===== config.mk =====
export PLATFORM = sky130hd
export DESIGN_NAME = cache_ctrl
export DESIGN_NICKNAME = d
export VERILOG_FILES = /design/src/verilog/cache_pkg.sv /design/src/verilog/cache_ctrl.sv
export SDC_FILE = /design/constraint.sdc
export NUM_CORES = 1
export LEC_CHECK = 0
export ABC_AREA = 0
export BUFFER_PORTS_ARGS = -buffer_cell sky130_fd_sc_hd__buf_2
export CORE_AREA = 3 3 482 484
export DETAILED_ROUTE_END_ITERATION = 6
export DIE_AREA = 0 0 485 487
export PLACE_DENSITY = 0.31
export SYNTH_ARGS = -nofsm -noshare
export SYNTH_HDL_FRONTEND = slang
export SYNTH_SLANG_ARGS = --single-unit

===== constraint.sdc =====
create_clock -name clk -period 16.72 [get_ports clk]
set_input_delay 0 -clock clk [delete_from_list [all_inputs] [get_ports clk]]
set_output_delay 0 -clock clk [all_outputs]
set_load 0.02 [all_outputs]

===== src/verilog/cache_pkg.sv =====
package cache_pkg;

	// Address and line geometry
	localparam int ADDR_W = 32;
	localparam int LINE_BITS = 128;
	localparam int LINE_BYTES = LINE_BITS / 8;
	localparam int OFFSET_W = $clog2(LINE_BYTES); // 4 for a 16 byte line

	typedef enum logic {
		OP_READ = 1'b0,
		OP_WRITE = 1'b1
	} op_t;

	// Access FSM of the controller
	typedef enum logic [2:0] {
		ST_IDLE,
		ST_LOOKUP,
		ST_WRITEBACK,
		ST_REFILL
	} ctrl_state_t;

	// Client request, data is line wide and byte_en picks the bytes
	typedef struct packed {
		logic [ADDR_W-1:0] addr;
		op_t op;
		logic [LINE_BYTES-1:0] byte_en;
		logic [LINE_BITS-1:0] wdata;
	} cpu_req_t;

	typedef struct packed {
		logic [LINE_BITS-1:0] rdata;
		logic hit; // No memory transaction was needed
	} cpu_resp_t;

	// Memory request, always a whole line
	typedef struct packed {
		logic [ADDR_W-1:0] addr; // Line aligned
		op_t op;
		logic [LINE_BITS-1:0] wdata;
	} mem_req_t;

endpackage

===== src/verilog/cache_ctrl.sv =====
`timescale 1ns/10ps

module cache_ctrl #(
	parameter int WAYS = 2,
	parameter int LINES = 4,
	localparam int IDX_W = $clog2(LINES),
	localparam int WAY_W = $clog2(WAYS),
	localparam int TAG_W = cache_pkg::ADDR_W - cache_pkg::OFFSET_W - IDX_W
) (
	input logic clk,
	input logic reset,
	input logic req_valid,
	input cache_pkg::cpu_req_t req,
	output logic req_ready,
	output logic resp_valid,
	output cache_pkg::cpu_resp_t resp,
	output logic [IDX_W-1:0] index,
	output logic [TAG_W-1:0] tag,
	output logic [cache_pkg::LINE_BYTES-1:0] byte_en,
	output logic [cache_pkg::LINE_BITS-1:0] wdata,
	output logic [WAYS-1:0] wr_en,
	output logic [WAYS-1:0] fill_en,
	output logic [TAG_W-1:0] fill_tag,
	output logic [cache_pkg::LINE_BITS-1:0] fill_line,
	input logic [WAYS-1:0] way_hit,
	input logic [WAYS-1:0] way_valid,
	input logic [WAYS-1:0][cache_pkg::LINE_BITS-1:0] way_line,
	input logic [WAYS-1:0] way_dirty,
	input logic [WAYS-1:0][TAG_W-1:0] way_tag,
	input logic [WAY_W-1:0] victim,
	output logic refill_done,
	output logic mem_req_valid,
	output cache_pkg::mem_req_t mem_req,
	input logic mem_ack,
	input logic [cache_pkg::LINE_BITS-1:0] mem_rdata
);
	import cache_pkg::*;

	ctrl_state_t state;
	cpu_req_t req_q;
	logic missed_q; // Access went to memory at least once
	logic [WAY_W-1:0] victim_q;
	logic any_hit;
	logic victim_dirty;
	logic [LINE_BITS-1:0] hit_line;

	// Held request fans out to every way
	assign index = req_q.addr[OFFSET_W +: IDX_W];
	assign tag = req_q.addr[ADDR_W-1 -: TAG_W];
	assign byte_en = req_q.byte_en;
	assign wdata = req_q.wdata;

	assign any_hit = |way_hit;
	assign victim_dirty = way_valid[victim] && way_dirty[victim];

	always_comb begin
		hit_line = '0;
		for (int w = 0; w < WAYS; w++)
			hit_line = hit_line | (way_line[w] & {LINE_BITS{way_hit[w]}});
	end

	assign req_ready = (state == ST_IDLE);
	assign resp_valid = (state == ST_LOOKUP) && any_hit;
	assign resp.rdata = hit_line; // Don't care for writes
	assign resp.hit = !missed_q;

	assign wr_en = (state == ST_LOOKUP && req_q.op == OP_WRITE) ? way_hit : '0;
	assign refill_done = (state == ST_REFILL) && mem_ack;
	assign fill_en = refill_done ? (WAYS'(1) << victim_q) : '0;
	assign fill_tag = tag;
	assign fill_line = mem_rdata;

	always_ff @(posedge clk) begin
		if (req_valid && req_ready)
			req_q <= req;
	end

	always_ff @(posedge clk) begin
		if (reset) begin
			state <= ST_IDLE;
			missed_q <= 1'b0;
			mem_req_valid <= 1'b0;
		end else begin
			case (state)
				ST_IDLE: begin
					if (req_valid) begin
						state <= ST_LOOKUP;
						missed_q <= 1'b0;
					end
				end
				ST_LOOKUP: begin
					if (any_hit) begin
						state <= ST_IDLE;
					end else begin
						missed_q <= 1'b1;
						mem_req_valid <= 1'b1;
						state <= victim_dirty ? ST_WRITEBACK : ST_REFILL;
					end
				end
				ST_WRITEBACK: begin
					if (mem_ack) begin
						mem_req_valid <= 1'b0; // One idle cycle before the refill
						state <= ST_REFILL;
					end
				end
				ST_REFILL: begin
					if (mem_ack) begin
						mem_req_valid <= 1'b0;
						state <= ST_LOOKUP; // Retry, now a hit
					end else if (!mem_req_valid) begin
						mem_req_valid <= 1'b1;
					end
				end
				default: state <= ST_IDLE;
			endcase
		end
	end

	// Memory request payload and the chosen victim
	always_ff @(posedge clk) begin
		if (state == ST_LOOKUP && !any_hit) begin
			victim_q <= victim;
			if (victim_dirty) begin
				mem_req.addr <= {way_tag[victim], index, {OFFSET_W{1'b0}}};
				mem_req.op <= OP_WRITE;
				mem_req.wdata <= way_line[victim];
			end else begin
				mem_req.addr <= {tag, index, {OFFSET_W{1'b0}}};
				mem_req.op <= OP_READ;
			end
		end else if (state == ST_WRITEBACK && mem_ack) begin
			mem_req.addr <= {tag, index, {OFFSET_W{1'b0}}};
			mem_req.op <= OP_READ;
		end
	end

	a_hit_onehot: assert property (
		@(posedge clk) disable iff (reset) state == ST_LOOKUP |-> $onehot0(way_hit)
	) else $error("cache_ctrl: more than one way hit");

	a_mem_req_stable: assert property (
		@(posedge clk) disable iff (reset)
		mem_req_valid && !mem_ack |=> mem_req_valid && $stable(mem_req)
	) else $error("cache_ctrl: memory request changed before ack");

endmodule


* Yosys cells after proc, flatten, opt, wreduce, memory -nomap -nowiden
Cells that the tools add are included.
** Operators by class
- Shift operators :: 1
- Bitwise gates (word level) :: 3
- Equality and inequality tests :: 7
- Reductions and logical operators :: 18
- Muxes and demuxes :: 25
- $lt $le $gt $ge :: 1
** Operators with widths (count)
- 128-bit AND :: 2
- 128-bit two-way mux :: 2
- 128-bit OR :: 1
- 33-bit two-way mux :: 3
- 26-bit two-way mux :: 2
- 3-bit case mux with 4 select lines :: 1
- 1-bit two-way mux :: 9
- 3-bit two-way mux :: 3
- 3-bit AND reduction :: 3
- 2-bit inequality test (second input constant) :: 4
- 1-bit logical AND :: 7
- 3-bit by 2-bit equality test with 1-bit output (second input constant) :: 2
- 2-bit two-way mux :: 3
- 2-bit nonzero test :: 2
- 3-bit by 1-bit equality test with 1-bit output (second input constant) :: 1
- 3-bit zero test :: 1
- 1-bit case mux with 3 select lines :: 1
- 3-bit nonzero test :: 1
- 1-bit zero test :: 2
- 1-bit by 2-bit less-than comparator with 1-bit output (second input constant) :: 1
- 1-bit case mux with 2 select lines :: 1
- 2-bit AND reduction :: 1
- 2-bit OR reduction :: 1
- 1-bit by 1-bit left shift with 2-bit output (first input constant) :: 1
** Storage, ports and cells
- Bits of input ports :: 624
- Bits in registers :: 344

* Longest topological paths before layout
- Word-level depth :: 6
- Gate-level depth with buffers :: 5
- Depth with buffers taken out :: 4

* Worst setup path before layout
Ideal clock, no wire load.
- Kind :: register to register
- From :: reg state[1]
- To :: reg req_q, in the netlist byte_en[0] (enable)
- Cell stages (with the launch flop) :: 3
- Data arrival time :: 13119 ps
- Setup slack :: 2645 ps
- Library setup time :: 956 ps
- Cell sequence :: dfxtp_1 -> clkbuf_1 -> nor3b_1
** On the way
- Cells in the longest elaborated chain, start to end :: 2
** Ends and longest elaborated chain
- start, declared :: line cache_ctrl.sv:39 : ctrl_state_t state;
- start signal, assigned :: line cache_ctrl.sv:97 : state <= victim_dirty ? ST_WRITEBACK : ST_REFILL;
- 3-bit zero test :: line cache_ctrl.sv:62 : assign req_ready = (state == ST_IDLE);
- 1-bit logical AND :: line cache_ctrl.sv:74 : if (req_valid && req_ready)
- end signal, assigned :: line cache_ctrl.sv:75 : req_q <= req;
- end, declared :: line cache_ctrl.sv:40 : cpu_req_t req_q;
No other way between the ends.
A chain may end at the register's enable or synchronous reset.

* Worst setup path after layout
- From :: reg state[0]
- To :: reg mem_req[94] (netlist bit) (enable)
** On the way
- Cells in the longest elaborated chain, start to end :: 3
** Ends and longest elaborated chain
- 3-bit by 1-bit equality test with 1-bit output :: line cache_ctrl.sv:121 : if (state == ST_LOOKUP && !any_hit) begin
- 1-bit logical AND :: line cache_ctrl.sv:121
- 2-bit AND reduction (no source line)
- end, declared :: line cache_ctrl.sv:33 : output cache_pkg::mem_req_t mem_req,
No other way between the ends.

==> reports/qor.csv <==
metric,value,unit
outcome,"finished, violations left",
violations,hold timing,
startpoint_type,flop,
synth_seq_cells,335,
clock_sinks,335,
wl_per_cell,20.8,µm
port_buffers,983,
areaGrowthSynthToFinish,86.0,%
root_buffer,clkbuf_16,
grt_pass1_vias,15100,
power_frac_clock,0.421,
die_y,487,µm
io_pins,1248,
first_iter_violations,520,
synth_top_family_by_area,buffers and inverters,
via_per_inst,2.65,
drc,0,
avgSynthCellArea,15.3,µm²
drt-total-wl,113,mm
report.final.hold_viol_count,1,
ctsHoldBuffers,609,
syn_area,16100,µm²
worst_pin_slew,1040,ps
clkTransAtPathRegs,50,ps
synth_xor_area_frac,0,
numCtsBuffers,49,
grt_pass1_wl,144,mm
fin_tns_setup,0,ps
required,16990,ps
synthArstFlopShare,0,
hold_slack,-0.0868,ps
cts.repair.resized,0,
cts_tree,done,
finalCriticalPeriod,4160,ps
first_pass_iters,4,
switching_share,0.293,
setup_viol_count_final,0,
vias,14400,
drv_slew,0,
synth_edf_count,331,
drive_gt1_frac,0.525,
synth-warning-count,0,
ys.flop_type,edfxtp_1,
place.gp.congestion,0.803,
setup_ws,12560,ps
cts_setup_buffers,0,
synth_compound_area_frac,0.0737,
finalCritPeriodShare,0.249,
crit_arrival,4430,ps
antenna_left,0,
dieArea,236000,µm²
rsz0062_at_grt,false,
finalNetCount,2962,
synthMuxAreaShare,0.130,
use_met3,0.0475,
synth_simple_gate_area_share,0.00635,
power-per-cell-area,85.4,nW/µm²
p_seq_frac,0.385,
overflow,0,
seq_area_frac_synth,0.621,
dpl.hpwl,92.1,mm
comb_power_share,0.194,
p_sw,0.751,mW
globalRouteMet1Util,0.0956,
start_util,0.0709,
antenna_found_initial,105,
synthDistinctLibCells,28,
core_area,228000,µm²
hold_class,in -> reg,
fp-row-count,175,
slew_headroom,0.305,
yosysTopAreaCell,edfxtp_1,
synth_fa_ha_area_frac,0,
grt.total_usage,0.0911,
busiest_layer,met2,
synthCells,1055,
end_kind,flop,
ir_drop,0.0000718,V
worstSkewPairLatency,660,ps
use_met2,0.152,
leakagePower,11.8,nW
yosys-top-cells-area,"edfxtp_1, buf_4, mux2_2, a22o_1, mux2_4",
place_ws,12400,ps
critPathMaxFanout,57,
intPower,1.81,mW
clockBufferDepth,3,
fin_skew,30.9,ps
path_class,reg -> reg,
synth_top_area_frac,0.616,
drv_cap,0,
die_w,485,µm
clock.fmax,240,MHz
htree_num_levels,2,
grt_max_degree,65,
cell usage in the layout (no fill, tap or decap), types with 2 or more instances in the layout:
cell	count
a21oi_1	3
a221oi_1	2
a22o_1	128
and3_1	2
buf_2	980
buf_4	16
buf_6	2
bufinv_16	4
clkbuf_1	14
clkbuf_16	49
clkinv_1	11
clkinv_16	2
clkinvlp_4	2
conb_1	4
dfxtp_1	4
diode_2	32
dlygate4sd3_1	609
edfxtp_1	331
inv_1	4
inv_6	3
mux2_2	161
mux2_4	19
nand2_1	2
nor2_1	7
nor3_1	2
power groups by stage:
stage | clock network, mW | logic [mW] | registers (mW)
4_1_cts | 1.15 | 0.508 | 0.989
3_5_place_dp | 0 | 0.377 | 1.01
6_report | 1.08 | 0.498 | 0.988
3_3_place_gp | 0 | 0.379 | 1.01
5_1_grt | 1.17 | 0.532 | 0.991
2_1_floorplan | 0 | 0.254 | 1.01
final cells by class:
class                      count  area (µm²)
clock buffer                  63        1280
timing repair buffer        1608       11200
clock inverter                25         297
inverter                       4        15.0
fill                       25900      198000
multi-input combinational    340        3420
sequential                   335       10000
antenna                       32        80.1
tap                         3009        3760
worst max-delay path, stage by stage, from the launching register on:
cell and delay (ps):
dfxtp_1 530, or4b_4 570, a21oi_4 800, buf_4 450, buf_4 520, buf_4 700
per-layer routing:
layer	share of wire	vias up
met4	0.050	50
met2	0.46	1028
met5	0.0037	-
li1	-	6247
met3	0.13	270
met1	0.36	6768
logic make-up (layout without fill, tap and decap cells):
logic type             count (synthesis)  in the layout
AOI/OAI and AO/OA                    137            137
and+or+nand+nor                       19             19
other                                  1             36
muxes                                180            180
buffers and inverters                383           1700
DFF                                  335            335
path summary, 6_finish.rpt:
kind	slack, ps	depth (start not counted)	endpoint	startpoint
worst max-delay path	12560	5	mem_req[94]	state[0]
worst min-delay path	-0.09	3	mem_req[156]	way_tag[21]
worst max register to register	12560	5	mem_req[94]	state[0]
worst min register to register	470	0	mem_req[133]	index[0]
cell usage after synthesis, types with 2 or more instances:
master and number:
clkbuf_1 30, edfxtp_1 331, nor2_1 7, nand2_1 2, buf_12 2, nor3_1 2, mux2_2 161, buf_4 330
and3_1 2, o21ai_0 2, buf_2 13, inv_1 4, buf_1 3, a21oi_1 3, a221oi_1 2, a22o_1 128
mux2_4 19, dfxtp_1 4
stage by stage:
step	util	cells	hold WS, ps	area (µm²)	power (mW)
after CTS	0.132	5384	0.137	30000	2.65
after global placement	0.0979	4687	0.137	22300	1.38
final	0.132	5416	-0.0868	30000	2.56
after floorplan	-	1058	72.4	16200	1.27
after detailed placement	0.0979	4687	0.137	22300	1.38
after global routing	0.132	5401	0.0293	30000	2.69
sequential cells by signal, indices dropped and copies added (netlist names):
name	cells
wdata	128
state	2
req_q	1
mem_req	157
fill_tag	26
byte_en	16
missed_q	1
victim_q	1
index	2
mem_req_valid	1
(Power assumes the default switching activity.)
