`config.mk`:
```
export PLATFORM = sky130hd
export DESIGN_NAME = cache_way
export DESIGN_NICKNAME = d
export VERILOG_FILES = /design/src/verilog/cache_pkg.sv /design/src/verilog/cache_way.sv
export SDC_FILE = /design/constraint.sdc
export NUM_CORES = 1
export LEC_CHECK = 0
export BUFFER_PORTS_ARGS = -buffer_cell sky130_fd_sc_hd__clkbuf_2
export CORE_MARGIN = 1
export CORE_UTILIZATION = 35
export DETAILED_ROUTE_END_ITERATION = 16
export PLACE_DENSITY = 0.61
export SLEW_MARGIN = 40
export SYNTH_ARGS = -nofsm -noshare
export SYNTH_HDL_FRONTEND = slang
export SYNTH_SLANG_ARGS = --single-unit
```
`constraint.sdc`:
```
create_clock -name clk -period 12.65 [get_ports clk]
set_clock_uncertainty 0.15 [all_clocks]
set_input_delay 2.53 -clock clk [delete_from_list [all_inputs] [get_ports clk]]
set_output_delay 2.53 -clock clk [all_outputs]
set_load 0.05 [all_outputs]
```
`src/verilog/cache_pkg.sv`:
```
package cache_pkg;

	// Address and line geometry
	localparam int ADDR_W = 32;
	localparam int LINE_BITS = 128;
	localparam int LINE_BYTES = LINE_BITS / 8;
	localparam int OFFSET_W = $clog2(LINE_BYTES); // 4 for a 16 byte line

	typedef enum logic {
		OP_READ = 1'b0,
		OP_WRITE = 1'b1
	} op_t;

	// Access FSM of the controller
	typedef enum logic [2:0] {
		ST_IDLE,
		ST_LOOKUP,
		ST_WRITEBACK,
		ST_REFILL
	} ctrl_state_t;

	// Client request, data is line wide and byte_en picks the bytes
	typedef struct packed {
		logic [ADDR_W-1:0] addr;
		op_t op;
		logic [LINE_BYTES-1:0] byte_en;
		logic [LINE_BITS-1:0] wdata;
	} cpu_req_t;

	typedef struct packed {
		logic [LINE_BITS-1:0] rdata;
		logic hit; // No memory transaction was needed
	} cpu_resp_t;

	// Memory request, always a whole line
	typedef struct packed {
		logic [ADDR_W-1:0] addr; // Line aligned
		op_t op;
		logic [LINE_BITS-1:0] wdata;
	} mem_req_t;

endpackage
```
`src/verilog/cache_way.sv`:
```
`timescale 1ns/10ps

module cache_way #(
	parameter int LINES = 4,
	localparam int IDX_W = $clog2(LINES),
	localparam int TAG_W = cache_pkg::ADDR_W - cache_pkg::OFFSET_W - IDX_W
) (
	input logic clk,
	input logic reset,
	input logic [IDX_W-1:0] index,
	input logic [TAG_W-1:0] tag,
	input logic wr_en,
	input logic [cache_pkg::LINE_BYTES-1:0] byte_en,
	input logic [cache_pkg::LINE_BITS-1:0] wdata,
	input logic fill_en,
	input logic [TAG_W-1:0] fill_tag,
	input logic [cache_pkg::LINE_BITS-1:0] fill_line,
	output logic hit,
	output logic valid,
	output logic [cache_pkg::LINE_BITS-1:0] rd_line,
	output logic victim_dirty,
	output logic [TAG_W-1:0] victim_tag
);
	import cache_pkg::*;

	logic [LINES-1:0] valid_q;
	logic [LINES-1:0] dirty_q;
	logic [TAG_W-1:0] tag_mem [LINES];
	logic [LINE_BITS-1:0] line_mem [LINES];
	logic [LINE_BITS-1:0] merged;

	// Lookup is purely combinational on the held index and tag
	assign valid = valid_q[index];
	assign hit = valid_q[index] && (tag_mem[index] == tag);
	assign rd_line = line_mem[index];
	assign victim_dirty = dirty_q[index];
	assign victim_tag = tag_mem[index];

	// Only the enabled bytes take the new data
	always_comb begin
		merged = line_mem[index];
		for (int b = 0; b < LINE_BYTES; b++) begin
			if (byte_en[b])
				merged[8*b +: 8] = wdata[8*b +: 8];
		end
	end

	always_ff @(posedge clk) begin
		if (reset) begin
			valid_q <= '0;
			dirty_q <= '0;
		end else if (fill_en) begin
			valid_q[index] <= 1'b1;
			dirty_q[index] <= 1'b0; // Fresh copy of memory
		end else if (wr_en) begin
			dirty_q[index] <= 1'b1;
		end
	end

	always_ff @(posedge clk) begin
		if (fill_en) begin
			tag_mem[index] <= fill_tag;
			line_mem[index] <= fill_line;
		end else if (wr_en) begin
			line_mem[index] <= merged;
		end
	end

	// A refill and a hit write never land in the same cycle
	a_no_fill_and_write: assert property (
		@(posedge clk) disable iff (reset) !(wr_en && fill_en)
	) else $error("cache_way: write and fill in the same cycle");

endmodule

```
Yosys cells after proc, flatten, opt, wreduce, memory -nomap -nowiden
Memories as Yosys holds them, arrays and structs flattened. Index checks and enable logic that the tools add are counted.

Flip-flop bits (word level): 8. Bits in writable memories: 616. Bits of input ports: 330. Output and inout bits: 157. Word-level logic and storage cells: 45. Memories kept: 2.

$lt $le $gt $ge: 2. Eq/ne operators: 1. Multiplexer cells: 30. Bitwise logic cells: 5. Reductions and logical operators: 3.

Memory list: line_mem (depth 4, width 128, read ports 1, clocked after memory_dff 0, write ports 1, line cache_way.sv:29) `logic [LINE_BITS-1:0] line_mem [LINES];`; tag_mem (depth 4, width 26, read ports 1, clocked after memory_dff 0, write ports 1, line cache_way.sv:28) `logic [TAG_W-1:0] tag_mem [LINES];`.

Operator list (count): two-way mux 128 bit (1); two-way mux 8 bit (16); equality test 26 bit (1); two-way mux 1 bit (8); two-way mux 4 bit (2); OR 4 bit (2); AND 4 bit (1); binary-select mux 1 bit (select 2 bit) (2); inverter 4 bit (1); less-than comparator 2 x 3 -> 1 bit, second input constant (1); demux 1 bit (select 2 bit) (1); greater-or-equal comparator 2 x 1 -> 1 bit, second input constant (1); logical AND 1 bit (2); nonzero test 2 bit (1); OR 1 bit (1).

Longest topological paths before layout
Gate-level depths: netlist (run 1).

Word-level depth: 7. Depth in mapped cells: 9.

Worst setup path before layout (run 1)
No wires, ideal clock.

Path kind: input port to flip-flop. From: input index[0]. To: memory line_mem[1][0], enable pin. Setup time: 0.773 ns. Arrival time: 12.160 ns. Slack: -0.433 ns. Stages on the path: 7. Buffers on the path: 5. Path through: buf_6 -> buf_8 -> buf_2 -> buf_4 -> buf_2 -> inv_1 -> nor3_1.

RTL lines: from (decl) (line cache_way.sv:10) `input logic [IDX_W-1:0] index,`; to (decl) (line cache_way.sv:29).

Straight into the memory's write port.

Worst setup path in the final report (run 1)
From: input index[1]. To: output hit.

Longest elaborated chain between the ends: 3. Elaborated cells on any way between the ends: 5. Classes of those cells: 1 x eq/ne; 2 x mux; 1 x reduce/logical; 1 x memory.

RTL lines: memory (4 x 26 bit) or binary-select mux 1 bit (select 2 bit) (tied branches); equality test 26 bit or two-way mux 1 bit (tied branches) (line cache_way.sv:34) `assign hit = valid_q[index] && (tag_mem[index] == tag);`; logical AND 1 bit (*) (line cache_way.sv:34); to (decl) (line cache_way.sv:18) `output logic hit,`.

Mark *: on every way between the ends. The rest lies on a longest branch, timed or not. The select of a mux whose other input is x is not followed.

==> impl_metrics.toml, run 1 <==
[yosys]
synth_area_sq_um = 25800
synth_async_sr_flop_share = 0
synth_seq_cells = 624
synth_area_per_cell_sq_um = 18.8
seq_area_frac_synth = 0.722
synth_enable_flop_cells = 616
synth_flop_cell = "sky130_fd_sc_hd__edfxtp_1"
yosysUniqueCellTypes = 42
synth-warning-count = 0
synthCells = 1373
synth_fp_nets = 1703

[place]
dpl_cell_area_sq_um = 29300
place.detailed.instances = 2747
port-buffer-count = 486
post-dp-hpwl_mm = 40.5
dpl_worst_slack_ns = 4.33
finalWeightedCongestion = 0.822

[sta]
setup_viol = 0
achievable-frequency_mhz = 124
final-max-slew-violation-count = 0
layout_worst_path_cycle_share = 0.636
period_minus_slack_ns = 8.05
hold-worst-slack_ns = 0.320
grt_setup_unrepaired = "no"
setup_tns_ns = 0
worst_margin_slew_ns = 0.817
setup_slack_ns = 4.60
hold_viol_final = 0
timing.slew.headroom = 0.449

[route]
antenna_left = 0
post-route-drc-count = 0
dr_total_vias = 14400
viasPerCell = 5.03
wl_per_cell_microns = 21.4
dr.pass1.iters = 4
detail_route.iter0.violations = 904
finalWirelength_mm = 61.3

[clock_network]
worst_skew_pair.late_latency_ns = 0.60
htree_num_levels = 3
cts.reportedPaths.clkPinSlew_ns = 0.05
root_buffer = "sky130_fd_sc_hd__clkbuf_16"
clkSinkCount = 624
cts_hold_buffers = 0
postCtsSetupBuffers = 0
clock_tree_buffer_depth = 3
resized_gates_after_cts = 0
numCtsBuffers = 69
cts_tree = "done"

[global_route]
grt_use_total = 0.161
first_global_vias = 14700
wire_length_of_the_first_global_routing_pass_mm = 89.8
antenna_found_initial = 5
remaining_global_route_overflow = 0
maximum_number_of_pins_on_one_net_before_global_route_repair = 102

[finish]
share_of_cells_above_drive_strength_1 = 0.408
num-fill-cells = 6427
design_area_sq_um = 31700
final_net_count = 2191
post_layout_nonfiller_instances = 2868
seqCellArea_sq_um = 18700
signed_area_change_from_the_synthesized_netlist_to_the_final_layout_pct = 22.8
combined_area_of_the_multi_input_logic_cells_sq_um = 6760

[critical_path]
timing.critical_path.arrival_ns = 5.37
timing_worst_setup_path_type = "in -> out"
endpoint_kind = "output pin"
critical_path_start_type = "primary input"
critPathMaxFanout = 63
ff2ff_path_depth = 3
worst_ep_required_time_ns = 9.97

[hold_path]
hold_path_class = "reg -> reg"
min_path_cells = 2

[die]
rows = 99
design.die.area_sq_um = 74900
coreArea_sq_um = 73000
dieHeight_microns = 274
die_width_microns = 274
ioPinCount = 487
initial_core_util = 0.354

[power_and_ir_drop]
leakage_power_summed_over_all_cells_nw = 11.8
worst_ir_drop_vdd_mv = 0.106
power_per_cell_area_nw_per_um2 = 160

[job]
maxCapViolations = 0

[status]
run_status = "completed"
-- stage by stage --
step	power, mW	utilization
6_report	5.07	0.435
3_5_place_dp	3.10	0.402
2_1_floorplan	2.90	-
5_1_grt	5.25	0.435
3_3_place_gp	3.08	0.401
4_1_cts	5.13	0.434
-- critical path, stage by stage --
cell	delay, ns
sky130_fd_sc_hd__buf_6	0.37
sky130_fd_sc_hd__buf_6	0.58
sky130_fd_sc_hd__mux4_1	0.43
sky130_fd_sc_hd__a22oi_1	0.25
sky130_fd_sc_hd__nand4_1	0.15
sky130_fd_sc_hd__a211o_1	0.25
sky130_fd_sc_hd__nor4_2	0.39
sky130_fd_sc_hd__clkbuf_2	0.35
-- cells in the mapped netlist (all sizes together) (9+ instances only) --
cell type | number | area, sq um
nor3 | 11 | 55.1
mux2 | 9 | 105
nor2 | 15 | 56.3
mux4 | 151 | 3420
inv | 13 | 48.8
edfxtp | 616 | 18500
o21ai | 130 | 651
buf | 54 | 300
xor2 | 10 | 87.6
nand2 | 130 | 488
clkbuf | 32 | 120
mux2i | 151 | 1520
-- layout by cell type, fill, tap and decap left out, drive strengths merged, types with 11 or more instances in the layout --
master / synthesis / final
clkinv: 0 / 27
mux4: 151 / 151
clkbuf: 32 / 557
nor3: 11 / 11
edfxtp: 616 / 616
o21ai: 130 / 130
mux2i: 151 / 151
nand2: 130 / 130
nor2: 15 / 15
buf: 54 / 19
inv: 13 / 18
-- where the power goes --
part / internal, mW / switching, mW / total [mW] / leakage, nW
Sequential: 2.40 / 0.0222 / 2.43 / 5.80
Combinational: 0.195 / 0.427 / 0.621 / 4.89
Clock: 1.21 / 0.812 / 2.03 / 1.13
Total: 3.81 / 1.26 / 5.07 / 11.8
-- area by class of cell --
| class | instances | area share |
|---|---|---|
| Antenna cell | 1 | 0.0000789 |
| Clock buffer | 73 | 0.0549 |
| Clock inverter | 45 | 0.0176 |
| Inverter | 13 | 0.00154 |
| Multi-Input combinational cell | 650 | 0.213 |
| Sequential cell | 624 | 0.588 |
| Tap cell | 959 | 0.0378 |
| Timing Repair Buffer | 503 | 0.0868 |
-- sequential cells by signal (all words and copies together) (netlist names), named ones only --
register / flops
line_mem: 512
tag_mem: 104
valid_q: 4
-- cells by family (layout without fill, tap and decap cells) --
group                     count (synthesis)  after routing  synth area share
other                                     0              1                 0
AOI/OAI and AO/OA                       155            155            0.0328
xor gates and xnor gates                 14             14           0.00475
buffers and inverters                    99            634            0.0182
muxes                                   311            311             0.195
and+or+nand+nor                         170            170            0.0268
DFF                                     624            624             0.722
-- layer usage --
layer	global-route usage	up-vias	wire length, microns	share of wire
met5	0	-	53	0.00086
met4	0.0473	8	1210	0.020
met3	0.0419	94	4060	0.066
met2	0.262	476	30100	0.49
met1	0.210	7317	26000	0.42
li1	-	6540	-	-
-- worst paths after layout --
kind                                     to  slack (ns)                       from
setup / recovery                        hit        4.60                   index[1]
hold / removal      valid_q[0]$_SDFFE_PP0P_        0.32    valid_q[0]$_SDFFE_PP0P_
setup reg to reg  line_mem[2][26]$_DFFE_PP_       10.73  line_mem[3][26]$_DFFE_PP_
hold reg to reg     valid_q[0]$_SDFFE_PP0P_        0.32    valid_q[0]$_SDFFE_PP0P_
No activity file was read; power rests on OpenSTA's default activity.
==> run 2, diff against run 1 <==
- PLACE_DENSITY: 0.61 -> 0.59
- clock period: 12.65 -> 7.7 ns (I/O delays scaled with it)
==> impl_metrics.toml, run 2 (synthesized netlist as in run 1, its figures left out) <==
[power_and_ir_drop]
switchingPower_mw = 2.03
leakage_power_summed_over_all_cells_nw = 11.7
power.share.clock = 0.376
worst_ir_drop_vdd_mv = 0.147
power_per_cell_area_nw_per_um2 = 255
netSwitchingFraction = 0.253
power_frac_seq = 0.497
intPower_mw = 5.99
pwr-share-comb = 0.127

[finish]
final_net_count = 2195
most_common_library_cell_in_the_layout_ignoring_fill_and_taps = "sky130_fd_sc_hd__edfxtp_1"
largest_register_ffs = 512
share_of_cells_above_drive_strength_1 = 0.401
regMostFlops = "line_mem"
most-common-layout-cells = "sky130_fd_sc_hd__edfxtp_1, sky130_fd_sc_hd__clkbuf_2, sky130_fd_sc_hd__mux2i_1"
top_regs = "line_mem: 512 flops, tag_mem: 104 flops, valid_q: 4 flops"
signed_area_change_from_the_synthesized_netlist_to_the_final_layout_pct = 21.9

[sta]
setup_tns_ns = 0
achievable-frequency_mhz = 175
layout_worst_path_cycle_share = 0.742
setup_viol = 0
worst_margin_slew_ns = 0.808
timing.slew.headroom = 0.461
hold_viol_final = 0
period_minus_slack_ns = 5.72
hold-worst-slack_ns = 0.325
final-max-slew-violation-count = 0
grt_setup_unrepaired = "no"

[die]
dieHeight_microns = 274
ioPinCount = 487
die_width_microns = 274
design.die.area_sq_um = 74900
coreArea_sq_um = 73000
rows = 99
initial_core_util = 0.354

[route]
post-route-drc-count = 0
wl_per_cell_microns = 21.1
detail_route.iter0.violations = 926
dr_total_vias = 14300
antenna_left = 0
dr.pass1.iters = 8
finalWirelength_mm = 60.6
viasPerCell = 4.99

[clock_network]
htree_num_levels = 3
worst_skew_pair.late_latency_ns = 0.60
clkSinkCount = 624
numCtsBuffers = 67
root_buffer = "sky130_fd_sc_hd__clkbuf_16"
resized_gates_after_cts = 0
clock_tree_buffer_depth = 3
cts_hold_buffers = 0
postCtsSetupBuffers = 0
cts.reportedPaths.clkPinSlew_ns = 0.06
cts_tree = "done"

[status]
run_status = "completed"

[critical_path]
timing.critical_path.cells = "buf_8, mux4_1, a22oi_1, nand4_1, a211o_1, nor4_2, clkbuf_2"
ff2ff_path_depth = 3
cp-startpoint = "index[0]"
worst_ep_required_time_ns = 6.01
timing.critical_path.arrival_ns = 4.03
critical_path.n_buffers_inverters = 2
critPathCapture = "hit"
crit_reg_reg_startpoint = "line_mem[3][1]$_DFFE_PP_"
endpoint_kind = "output pin"
critPathMaxFanout = 58
worst_path_largest_cell_delay_ns = 0.67
critical_path_start_type = "primary input"
r2r_setup_slack_ns = 5.86
worst_path_dominant_cell_family = "buffers and inverters"
timing_worst_setup_path_type = "in -> out"
critical_path.slowest_cell = "sky130_fd_sc_hd__mux4_1"
critical_path.reg2reg.endpoint = "line_mem[3][1]$_DFFE_PP_"
critical_path_depth = 7

[job]
maxCapViolations = 0

[hold_path]
min_path_cells = 2
hold_path_class = "reg -> reg"

[place]
port-buffer-count = 486
finalWeightedCongestion = 0.800
post-dp-hpwl_mm = 40.2

[global_route]
maximum_number_of_pins_on_one_net_before_global_route_repair = 163
antenna_found_initial = 5
first_global_vias = 14700
wire_length_of_the_first_global_routing_pass_mm = 88.7
remaining_global_route_overflow = 0
grt_use_total = 0.159
## run 2: routing by layer
metal	vias up	routed length [microns]	share of wire	GRT usage
met5	-	38	0.00063	0
met4	6	1090	0.018	0.0473
met3	76	4130	0.068	0.0434
met2	396	29500	0.49	0.259
met1	7292	25900	0.43	0.208
li1	6533	-	-	-
## run 2: worst min-delay path: cells and delay by family (launching register included)
family           cells  cell delay (ns)
flip-flops           1             0.32
AND/OR/NAND/NOR      2             0.11
## run 2: worst min path at each step
stage / start / to / slack (ns)
after floorplan: valid_q[2]$_SDFFE_PP0P_ / valid_q[2]$_SDFFE_PP0P_ / 0.28
after global placement: valid_q[0]$_SDFFE_PP0P_ / valid_q[0]$_SDFFE_PP0P_ / 0.30
after detailed placement: valid_q[3]$_SDFFE_PP0P_ / valid_q[3]$_SDFFE_PP0P_ / 0.32
after CTS: valid_q[2]$_SDFFE_PP0P_ / valid_q[2]$_SDFFE_PP0P_ / 0.33
after global routing: valid_q[3]$_SDFFE_PP0P_ / valid_q[3]$_SDFFE_PP0P_ / 0.36
final: valid_q[3]$_SDFFE_PP0P_ / valid_q[3]$_SDFFE_PP0P_ / 0.33
## run 2: final cells by class
class	count	area [sq um]
Timing Repair Buffer	509	2740
Fill cell	6416	41500
Clock inverter	30	339
Tap cell	959	1200
Multi-Input combinational cell	650	6770
Antenna cell	2	5.00
Sequential cell	624	18700
Inverter	13	48.8
Clock buffer	80	1730
## run 2: stage by stage
stage | setup WS (ns) | cells | util | power, mW | cell area [sq um]
finish | 1.98 | 2867 | 0.431 | 8.02 | 31500
CTS | 1.83 | 2862 | 0.430 | 8.11 | 31400
detailed placement | 1.83 | 2752 | 0.402 | 5.09 | 29300
global route | 1.90 | 2865 | 0.431 | 8.29 | 31500
floorplan | -0.452 | 1373 | - | 4.76 | 25900
global placement | 1.82 | 2751 | 0.401 | 5.07 | 29300
## run 2: power groups by stage
stage	clock [mW]	combinational, mW	sequential, mW
final	3.01	1.02	3.98
after global routing	3.20	1.09	4.00
after detailed placement	0	1.03	4.06
after floorplan	0	0.697	4.06
after global placement	0	1.02	4.05
after CTS	3.09	1.04	3.99
