`config.mk`:
```
export PLATFORM = sky130hd
export DESIGN_NAME = cache_replace
export DESIGN_NICKNAME = d
export VERILOG_FILES = /design/src/verilog/cache_replace.sv
export SDC_FILE = /design/constraint.sdc
export NUM_CORES = 1
export LEC_CHECK = 0
export ABC_AREA = 1
export ABC_CLOCK_PERIOD_IN_PS = 1200
export BUFFER_PORTS_ARGS = -buffer_cell sky130_fd_sc_hd__buf_4
export CAP_MARGIN = 20
export CORE_AREA = 8 8 45 47
export DETAILED_ROUTE_END_ITERATION = 16
export DIE_AREA = 0 0 53 55
export PLACE_DENSITY = 0.48
export RECOVER_POWER = 50
export SLEW_MARGIN = 20
export SYNTH_ARGS = -nofsm -noshare
export SYNTH_HDL_FRONTEND = slang
export SYNTH_SLANG_ARGS = --single-unit
```
`constraint.sdc`:
```
create_clock -name clk -period 1.2 [get_ports clk]
set_clock_uncertainty 0.05 [all_clocks]
set_input_delay 0.36 -clock clk [delete_from_list [all_inputs] [get_ports clk]]
set_output_delay 0.36 -clock clk [all_outputs]
set_load 0.005 [all_outputs]
```
`src/verilog/cache_replace.sv`:
```
`timescale 1ns/10ps

module cache_replace #(
	parameter int WAYS = 2,
	parameter int LINES = 4,
	localparam int IDX_W = $clog2(LINES),
	localparam int WAY_W = $clog2(WAYS)
) (
	input logic clk,
	input logic reset,
	input logic [IDX_W-1:0] index,
	input logic [WAYS-1:0] way_valid,
	input logic refill_done,
	output logic [WAY_W-1:0] victim
);

	logic [WAY_W-1:0] rr_ptr [LINES]; // One pointer per index

	// Lowest invalid way wins, else the round-robin pointer
	always_comb begin
		victim = rr_ptr[index];
		for (int w = WAYS - 1; w >= 0; w--) begin
			if (!way_valid[w])
				victim = WAY_W'(w);
		end
	end

	always_ff @(posedge clk) begin
		if (reset) begin
			for (int i = 0; i < LINES; i++)
				rr_ptr[i] <= '0;
		end else if (refill_done) begin
			if (rr_ptr[index] == WAY_W'(WAYS - 1))
				rr_ptr[index] <= '0; // Wrap for non power of two way counts
			else
				rr_ptr[index] <= rr_ptr[index] + 1'b1;
		end
	end

	a_victim_range: assert property (
		@(posedge clk) disable iff (reset) int'(victim) < WAYS
	) else $error("cache_replace: victim out of range");

endmodule

```
### Word level (Yosys, flattened, before mapping)

Memory sizes are Yosys's and may differ from the RTL's.
Index checks and enable logic that the tools add are counted.
Widths: inputs -> output; s select.

| storage, ports and cells | value |
|---|---|
| output and inout bits | 1 |
| bits of input ports | 7 |
| memory bits (writable) | 4 |
| bits in registers | 0 |
| memories kept | 1 |
| logic and storage cells | 20 |

Memory list:

| name | words | bits a word | rd ports | clocked after memory_dff | write ports | line | text |
|---|---|---|---|---|---|---|---|
| rr_ptr | 4 | 1 | 1 | 0 | 4 | 17 | `logic [WAY_W-1:0] rr_ptr [LINES];` |

| cells by class | value |
|---|---|
| muxes and demuxes | 16 |
| $add $sub $neg | 1 |
| reductions and logical operators | 1 |
| bitwise logic cells | 1 |

Operator list:

| operator | count |
|---|---|
| $mux 1 | 15 |
| $mux 2 | 1 |
| $add 1x1->1 const B | 1 |
| $or 1x1->1 | 1 |
| $reduce_or 1->1 | 1 |

### Depth between registers and ports, before layout

Gate-level depths: netlist of run 1.
An unclocked memory read counts as a cell.

| depth | value |
|---|---|
| depth after elaboration | 8 |
| gate-level depth with buffers | 6 |
| gate-level depth less buffers | 6 |

### Worst setup path before layout of run 1

Ideal clock, no wire load.

| timing path | value |
|---|---|
| path kind | input-to-output |
| start | input port index[0] |
| end | output port victim |
| stages on the path | 6 |
| data required time | 790 ps |
| path slack | 99 ps |
| data arrival time | 691 ps |
| buffers on the path | 0 |
| path through | inv_2 nand2_1 nand3b_1 nand3_1 nand2_1 inv_1 |

| on the way | value |
|---|---|
| cells in the longest elaborated chain, start to end | 3 |

Ends and longest elaborated chain:

| element | line | text |
|---|---|---|
| start: declaration | 11 | `input logic [IDX_W-1:0] index,` |
| $mem_v2 4x1 | - |  |
| $mux 1 (2 in a row) | 23 | `if (!way_valid[w])` |
| end: declaration | 14 | `output logic [WAY_W-1:0] victim` |

Every way passes these cells.

### Final worst setup path of run 1

| timing path | value |
|---|---|
| start | memory rr_ptr[3] (netlist name) |
| end | output port victim |

| on the way | value |
|---|---|
| cells in the longest elaborated chain, start to end | 3 |

Ends and longest elaborated chain:

| element | line |
|---|---|
| start: declaration | 17 |
| $mem_v2 4x1 | - |
| $mux 1 (2 in a row) | 23 |

Every way passes these cells.

==> results.json, run 1 <==
{
  "p_sw_mw": 0.0908,
  "finalWirelength_um": 566,
  "nNetsFinal": 59,
  "num_io_pins": 8,
  "core_area_um2": 1380,
  "max_freq_mhz": 676,
  "cellPowerDensity_nw_per_um2": 1040,
  "worst_pin_slew_ns": 0.136,
  "swShare": 0.222,
  "antenna_found_initial": 0,
  "ys_seq_area_frac": 0.495,
  "p_leak_nw": 0.205,
  "final_cell_mix": "nand2_1, buf_4, inv_1, nor2_1, clkbuf_4",
  "drive_gt1_frac": 0.380,
  "path_class": "reg2out",
  "endpoint_kind": "primary output",
  "die_area_um2": 2920,
  "syn_avg_cell_area_um2": 7.14,
  "yosysWarnings": 0,
  "viasPerCell": 3.83,
  "vias": 253,
  "hold_viol": 0,
  "ys_ff_latch": 4,
  "cts_tree": "built",
  "yosysTopAreaCellShare": 0.495,
  "fin_hold_ws_ns": 0.439,
  "timing.final.crit_share": 1.23,
  "worst_slack_ns": -0.279,
  "internal_power_mw": 0.318,
  "fin_crit_ns": 1.48,
  "clkLatencyLatePin_ns": 0.23,
  "yosysTopAreaCell": "edfxtp_1",
  "dp_cells": 62,
  "cts.sinks": 4,
  "hp-class": "in2reg",
  "largest-register": "rr_ptr",
  "layout_commonest_cell": "nand2_1",
  "die_w_um": 53,
  "clk_pin_slew_worst_paths_ns": 0.04,
  "peakVddDrop_mv": 0.330,
  "combPwrFrac": 0.196,
  "violations": "setup timing",
  "p_seq_frac": 0.406,
  "final-setup-viol-count": 1,
  "worst-path-max-fanout": 2,
  "area_growth_syn_to_layout_pct": 62.4,
  "fill_cells": 160,
  "stdcell_count": 66,
  "grt_usage": 0.0471,
  "hpwl_um": 462,
  "largest_reg_flops": 4,
  "h-tree-depth": 1,
  "die_y_um": 55,
  "fin_util": 0.285,
  "hold_buffers": 0,
  "cts.path.max_buffers": 2,
  "required_ns": 0.79,
  "grt_pass1_wl_um": 897,
  "drtPass1Iterations": 1,
  "syn_inst": 34,
  "design_area_um2": 394,
  "arrival_ns": 1.07,
  "start_util": 0.175,
  "rsz0062_at_grt": "yes",
  "io_buffers": 7,
  "std_cell_rows": 14,
  "diodes": 0,
  "yosys.cell_types.count": 8,
  "placed_cell_area_um2": 353,
  "cts_root_buffer": "clkbuf_4",
  "synth_nets": 41,
  "slew_violations": 0,
  "gp_congestion": 0.677,
  "syn-cell-area_um2": 243,
  "synth.top_cells.by_area": "edfxtp_1, nand2_1, inv_1, nor2_1, nand3_1",
  "reg_top3": "rr_ptr x4",
  "wl_per_cell_um": 8.58,
  "cts_inserted_buffers": 3,
  "worst_setup_path_start_kind": "register",
  "cap_viol_max_count": 0,
  "grt_remaining_overflow": 0,
  "dp_slack_ns": -0.182,
  "grt_pass1_vias": 236,
  "clockPowerShare": 0.399,
  "final_antenna_net_count": 0,
  "drcViolationCount": 0,
  "status": "finished, violations left",
  "slew_headroom": 0.909,
  "first_iter_violations": 0,
  "grt_max_degree": 6
}
## cell families after synthesis
kind of cell | Yosys count | synth area share
simple gates | 23 | 0.397
flops | 4 | 0.495
buf+inv | 7 | 0.108
## worst max-delay path, stage by stage, from the launching register on
cell and delay [ns]:
edfxtp_1 0.37, inv_1 0.07, nand2_1 0.06, nand3_2 0.07, nand3_1 0.07, nand2_1 0.06
inv_1 0.04, buf_6 0.10
## power by group through the flow
stage / Combinational (mW) / Clock (mW) / Sequential, mW
2_1_floorplan: 0.0304 / 0 / 0.167
3_3_place_gp: 0.0723 / 0 / 0.167
3_5_place_dp: 0.0725 / 0 / 0.168
4_1_cts: 0.0766 / 0.171 / 0.166
5_1_grt: 0.0882 / 0.174 / 0.167
6_report: 0.0799 / 0.163 / 0.166
## routing by layer
metal | vias to the layer above | global-route usage | share of wire
li1 | 140 | - | -
met2 | 9 | 0.0645 | 0.46
met4 | 0 | 0.0647 | 0
met5 | - | 0 | 0
met1 | 104 | 0.0413 | 0.44
met3 | 0 | 0.0294 | 0.092
## final cells by class
type / instances / area [µm²] / share of cell area
repair buffers: 13 / 101 / 0.257
flip-flops and latches: 4 / 120 / 0.305
multi-input cells: 23 / 104 / 0.263
clock buffers: 3 / 22.5 / 0.0571
inverters: 7 / 26.3 / 0.0667
well taps: 16 / 20.0 / 0.0508
## repair_timing
action,4_1_cts,5_1_grt
endpoints found under the setup margin,1,1
resized for setup,2,1
buffers inserted,0,1
pin swaps,3,2
## stage by stage
stage | setup TNS [ns] | total power, mW
6_report | -0.279 | 0.409
5_1_grt | -0.361 | 0.429
4_1_cts | -0.291 | 0.414
3_5_place_dp | -0.267 | 0.241
3_3_place_gp | -0.271 | 0.240
2_1_floorplan | 0 | 0.197
## final timing paths
check | from | depth (start not counted) | slack (ns) | endpoint
setup / recovery | rr_ptr[3]$_DFFE_PP_ | 7 | -0.28 | victim
hold / removal | index[0] | 3 | 0.44 | rr_ptr[1]$_SDFFCE_PN0P_
setup reg to reg | rr_ptr[0]$_SDFFCE_PN0P_ | 6 | 0.11 | rr_ptr[3]$_DFFE_PP_
hold reg to reg | rr_ptr[2]$_SDFFCE_PN0P_ | 5 | 0.76 | rr_ptr[0]$_SDFFCE_PN0P_
## synth_stat cells, drive strengths merged
| library cell | instances |
|---|---|
| nand2 | 13 |
| inv | 7 |
| nor2 | 5 |
| edfxtp | 4 |
| nand3 | 3 |
| nand3b | 1 |
| nand4 | 1 |
Power figures use the tool's default switching activity.
==> inputs of run 2 (changes only) <==
ABC_CLOCK_PERIOD_IN_PS = 1600   (was 1200)
CTS_BUF_LIST = sky130_fd_sc_hd__clkbuf_2   (was default)
SLEW_MARGIN = default   (was 20)
clock period = 1.6 ns   (was 1.2 ns; I/O delays follow)
==> run 2 against run 1 <==
Effect of this change: the flow now finishes without violations; sequential share of layout area grew 2.5 points; global-route usage down 0.16 points; count of clock-buffer cells in the layout is the same; critical path depth up 1; first-iteration DRC count grew 9; die area is the same; clock power fell by 44%; critical endpoint unchanged; largest cell class unchanged; largest power group unchanged.
==> results.json, run 2 (synthesis results as in run 1) <==
{
  "worst-path-max-fanout": 4,
  "vias": 259,
  "die_area_um2": 2920,
  "antenna_found_initial": 0,
  "rsz0062_at_grt": "yes",
  "finalWirelength_um": 538,
  "core_area_um2": 1380,
  "slowest_delay_ns": 0.10,
  "viasPerCell": 4.05,
  "first_iter_violations": 9,
  "grt_usage": 0.0455,
  "wl_per_cell_um": 8.41,
  "cpMaxStageDelayCell": "buf_6",
  "arrival_ns": 1.04,
  "cap_viol_max_count": 0,
  "clk_pin_slew_worst_paths_ns": 0.04,
  "h-tree-depth": 1,
  "combPwrFrac": 0.195,
  "hpwl_um": 430,
  "io_buffers": 7,
  "drive_gt1_frac": 0.292,
  "worst_setup_path_start_kind": "primary input",
  "grt_remaining_overflow": 0,
  "swShare": 0.251,
  "area_growth_syn_to_layout_pct": 50.0,
  "fin_crit_ns": 1.57,
  "grt_max_degree": 7,
  "cts_tree": "built",
  "multi_input_area_um2": 96.3,
  "cts.path.max_buffers": 2,
  "layout_commonest_cell": "nand2_1",
  "drtPass1Iterations": 6,
  "internal_power_mw": 0.201,
  "slew_violations": 0,
  "clockPowerShare": 0.341,
  "required_ns": 1.07,
  "p_leak_nw": 0.191,
  "seq_area_um2": 120,
  "hold_buffers": 0,
  "largest-register": "rr_ptr",
  "drcViolationCount": 0,
  "std_cell_rows": 14,
  "cellPowerDensity_nw_per_um2": 735,
  "cts.sinks": 4,
  "final-setup-viol-count": 0,
  "cts_inserted_buffers": 3,
  "die_w_um": 53,
  "nNetsFinal": 57,
  "max_freq_mhz": 635,
  "die_y_um": 55,
  "grt_pass1_wl_um": 883,
  "placed_cell_area_um2": 338,
  "p_sw_mw": 0.0671,
  "start_util": 0.175,
  "fill_cells": 158,
  "largest_reg_flops": 4,
  "fin_hold_ws_ns": 0.569,
  "grt_pass1_vias": 230,
  "timing.final.crit_share": 0.984,
  "path_cells": "buf_6, inv_2, nand2_1, nand3b_1, nand3_1, nand2_1, inv_1, buf_6",
  "cts_root_buffer": "clkbuf_2",
  "endpoint_kind": "primary output",
  "peakVddDrop_mv": 0.276,
  "clkLatencyLatePin_ns": 0.21,
  "reg_top3": "rr_ptr x4",
  "final_antenna_net_count": 0,
  "gp_congestion": 0.692,
  "hold_viol": 0,
  "num_io_pins": 8,
  "status": "finished clean",
  "worst_pin_slew_ns": 0.167,
  "design_area_um2": 364,
  "diodes": 0,
  "path_class": "in2out",
  "final_cell_mix": "nand2_1, buf_4, inv_1, nor2_1, edfxtp_1",
  "slew_headroom": 0.888,
  "p_seq_frac": 0.464,
  "hp-class": "in2reg"
}
run 2: worst paths after layout:
path / endpoint / start / cells after the start / slack (ns)
setup / recovery: victim / index[0] / 8 / 0.03
hold / removal: rr_ptr[3]$_DFFE_PP_ / refill_done / 3 / 0.57
setup reg to reg: rr_ptr[2]$_SDFFCE_PN0P_ / rr_ptr[1]$_SDFFCE_PN0P_ / 5 / 0.59
hold reg to reg: rr_ptr[0]$_SDFFCE_PN0P_ / rr_ptr[3]$_DFFE_PP_ / 5 / 0.79
run 2: worst max-delay path, delay by kind of cell:
family        cells  cell delay, ns
buf+inv           4            0.29
simple gates      4            0.27
run 2: final cells by class:
cell class / count / share of cell area
repair buffers: 11 / 0.237
flip-flops and latches: 4 / 0.330
multi-input cells: 23 / 0.265
inverters: 7 / 0.0722
well taps: 16 / 0.0550
clock buffers: 3 / 0.0412
run 2: power groups by stage:
stage	combinational [mW]	clock [mW]	sequential (mW)
floorplan	0.0228	0	0.125
global placement	0.0501	0	0.126
detailed placement	0.0501	0	0.126
CTS	0.0544	0.0964	0.124
global route	0.0577	0.107	0.124
finish	0.0523	0.0913	0.124
run 2: stage by stage:
stage,setup TNS (ns),setup WS [ns],util,total power [mW],instances
2_1_floorplan,0,0.259,-,0.148,34
3_3_place_gp,-0.0219,-0.0219,0.244,0.176,60
3_5_place_dp,-0.0192,-0.0192,0.244,0.176,60
4_1_cts,0,0.00130,0.266,0.275,64
5_1_grt,-0.0597,-0.0597,0.263,0.289,64
6_report,0,0.0252,0.263,0.268,64
run 2: what timing repair did:
item	4_1_cts	5_1_grt
pin swaps	4	2
cloned	0	0
setup endpoints to repair	1	1
buffers inserted	1	0
gates resized for setup	2	0
run 2: routing by layer:
| metal | track usage | routed length [µm] | share of wire |
|---|---|---|---|
| met1 | 0.0443 | 248 | 0.46 |
| met4 | 0.0776 | 20 | 0.037 |
| met5 | 0 | 0 | 0 |
| met2 | 0.0508 | 196 | 0.36 |
| met3 | 0.0267 | 73 | 0.14 |
==> inputs of run 3 (changes only) <==
RECOVER_POWER = 100   (was 50)
==> run 3 against run 2 <==
Effect of this change: routed wire length grew 0.19%; first-iteration DRC count is the same; cell count is the same; worst hold slack is essentially flat; largest power group unchanged.
==> results.json, run 3 (synthesis results as in run 1) <==
{
  "status": "finished clean",
  "cts_tree": "built",
  "nNetsFinal": 57,
  "grt_max_degree": 7,
  "seq_area_um2": 120,
  "timing.final.crit_share": 0.984,
  "hp-class": "in2reg",
  "peakVddDrop_mv": 0.276,
  "multi_input_area_um2": 96.3,
  "hold_viol": 0,
  "final_antenna_net_count": 0,
  "drcViolationCount": 0,
  "slew_violations": 0,
  "grt_remaining_overflow": 0,
  "setup.worst_path.end": "victim",
  "area_growth_syn_to_layout_pct": 50.0,
  "reg2reg_setup_slack_ns": 0.59,
  "drive_gt1_frac": 0.292,
  "cts.sinks": 4,
  "cts_root_buffer": "clkbuf_2",
  "p_leak_nw": 0.191,
  "max_freq_mhz": 635,
  "path_class": "in2out",
  "h-tree-depth": 1,
  "finalSetupTns_ns": 0,
  "required_ns": 1.07,
  "endpoint_kind": "primary output",
  "gp_congestion": 0.692,
  "reg2reg_depth": 5,
  "grt_pass1_vias": 230,
  "die_area_um2": 2920,
  "final_cell_mix": "nand2_1, inv_1, buf_4, nor2_1, edfxtp_1",
  "design_area_um2": 364,
  "drtPass1Iterations": 6,
  "reg2reg_to": "rr_ptr[2]$_SDFFCE_PN0P_",
  "io_buffers": 7,
  "worst_setup_path_start_kind": "primary input",
  "worst-path-max-fanout": 4,
  "viasPerCell": 4.02,
  "finalWirelength_um": 539,
  "slew_headroom": 0.888,
  "combPwrFrac": 0.195,
  "arrival_ns": 1.04,
  "swShare": 0.251,
  "holdCritStartpoint": "refill_done",
  "num_io_pins": 8,
  "cts.path.max_buffers": 2,
  "fin_total_pwr_mw": 0.267,
  "start_util": 0.175,
  "fin_crit_ns": 1.57,
  "layout_commonest_cell": "nand2_1",
  "die_w_um": 53,
  "vias": 257,
  "antenna_found_initial": 0,
  "cellPowerDensity_nw_per_um2": 734,
  "internal_power_mw": 0.200,
  "stdcell_count": 64,
  "reg_top3": "rr_ptr x4",
  "std_cell_rows": 14,
  "wl_per_cell_um": 8.42,
  "die_y_um": 55,
  "core_area_um2": 1380,
  "largest_reg_flops": 4,
  "reg2reg_from": "rr_ptr[1]$_SDFFCE_PN0P_",
  "clkLatencyLatePin_ns": 0.21,
  "cts_inserted_buffers": 3,
  "crit_start": "index[0]",
  "dp_cells": 60,
  "rsz0062_at_grt": "yes",
  "final-setup-viol-count": 0,
  "p_sw_mw": 0.0671,
  "cap_viol_max_count": 0,
  "fill_cells": 158,
  "worst_pin_slew_ns": 0.167,
  "first_iter_violations": 9,
  "diodes": 0,
  "grt_pass1_wl_um": 883,
  "fin_util": 0.263,
  "grt_usage": 0.0455,
  "p_seq_frac": 0.464,
  "clk_pin_slew_worst_paths_ns": 0.04,
  "hpwl_um": 430,
  "largest-register": "rr_ptr",
  "placed_cell_area_um2": 338,
  "clockPowerShare": 0.341,
  "hold_buffers": 0
}
## run 3: cell types whose count changed in the layout (fill, tap and decap cells not counted), sizes merged
cell    delta
buf        -2
clkbuf     +2
## run 3: worst max-delay path, cell delays in order
cell,delay [ns]
buf_6,0.10
inv_2,0.05
nand2_1,0.04
nand3b_1,0.10
nand3_1,0.07
nand2_1,0.06
inv_1,0.04
buf_6,0.10
## run 3: cell type report
cell class,instances,share of cell area
clock buffer,3,0.0412
multi-input combinational,23,0.265
sequential,4,0.330
tap,16,0.0550
timing repair buffer,11,0.237
inverter,7,0.0722
## run 3: stage by stage
stage          worst slack, ns  hold slack, ns
2_1_floorplan            0.259           0.644
3_3_place_gp           -0.0219           0.755
3_5_place_dp           -0.0192           0.757
4_1_cts                0.00130           0.533
5_1_grt                -0.0597           0.553
6_report                0.0258           0.569
## run 3: power groups by stage
stage / Sequential (mW) / Clock, mW / Combinational (mW)
floorplan: 0.125 / 0 / 0.0228
global placement: 0.126 / 0 / 0.0501
detailed placement: 0.126 / 0 / 0.0501
CTS: 0.124 / 0.0964 / 0.0544
global route: 0.124 / 0.107 / 0.0573
finish: 0.124 / 0.0913 / 0.0520
## run 3: worst min-delay path by stage
| stage | to | cells past startpoint |
|---|---|---|
| 6_report | rr_ptr[3]$_DFFE_PP_ | 3 |
| 3_5_place_dp | rr_ptr[0]$_SDFFCE_PN0P_ | 3 |
| 5_1_grt | rr_ptr[3]$_DFFE_PP_ | 3 |
| 3_3_place_gp | rr_ptr[1]$_SDFFCE_PN0P_ | 3 |
| 4_1_cts | rr_ptr[0]$_SDFFCE_PN0P_ | 3 |
| 2_1_floorplan | rr_ptr[1]$_SDFFCE_PN0P_ | 2 |
## run 3: layer usage
metal / track usage / vias up / part of all wire
li1: - / 133 / -
met1: 0.0443 / 108 / 0.47
met2: 0.0508 / 14 / 0.36
met3: 0.0267 / 2 / 0.14
met4: 0.0776 / 0 / 0.037
met5: 0 / - / 0
## run 3: timing repair
item / 4_1_cts / 5_1_grt
endpoints found under the setup margin: 1 / 1
gates resized for setup: 2 / 0
pin swaps: 4 / 2
hold endpoints to repair: 0 / 0
setup buffers: 1 / 0
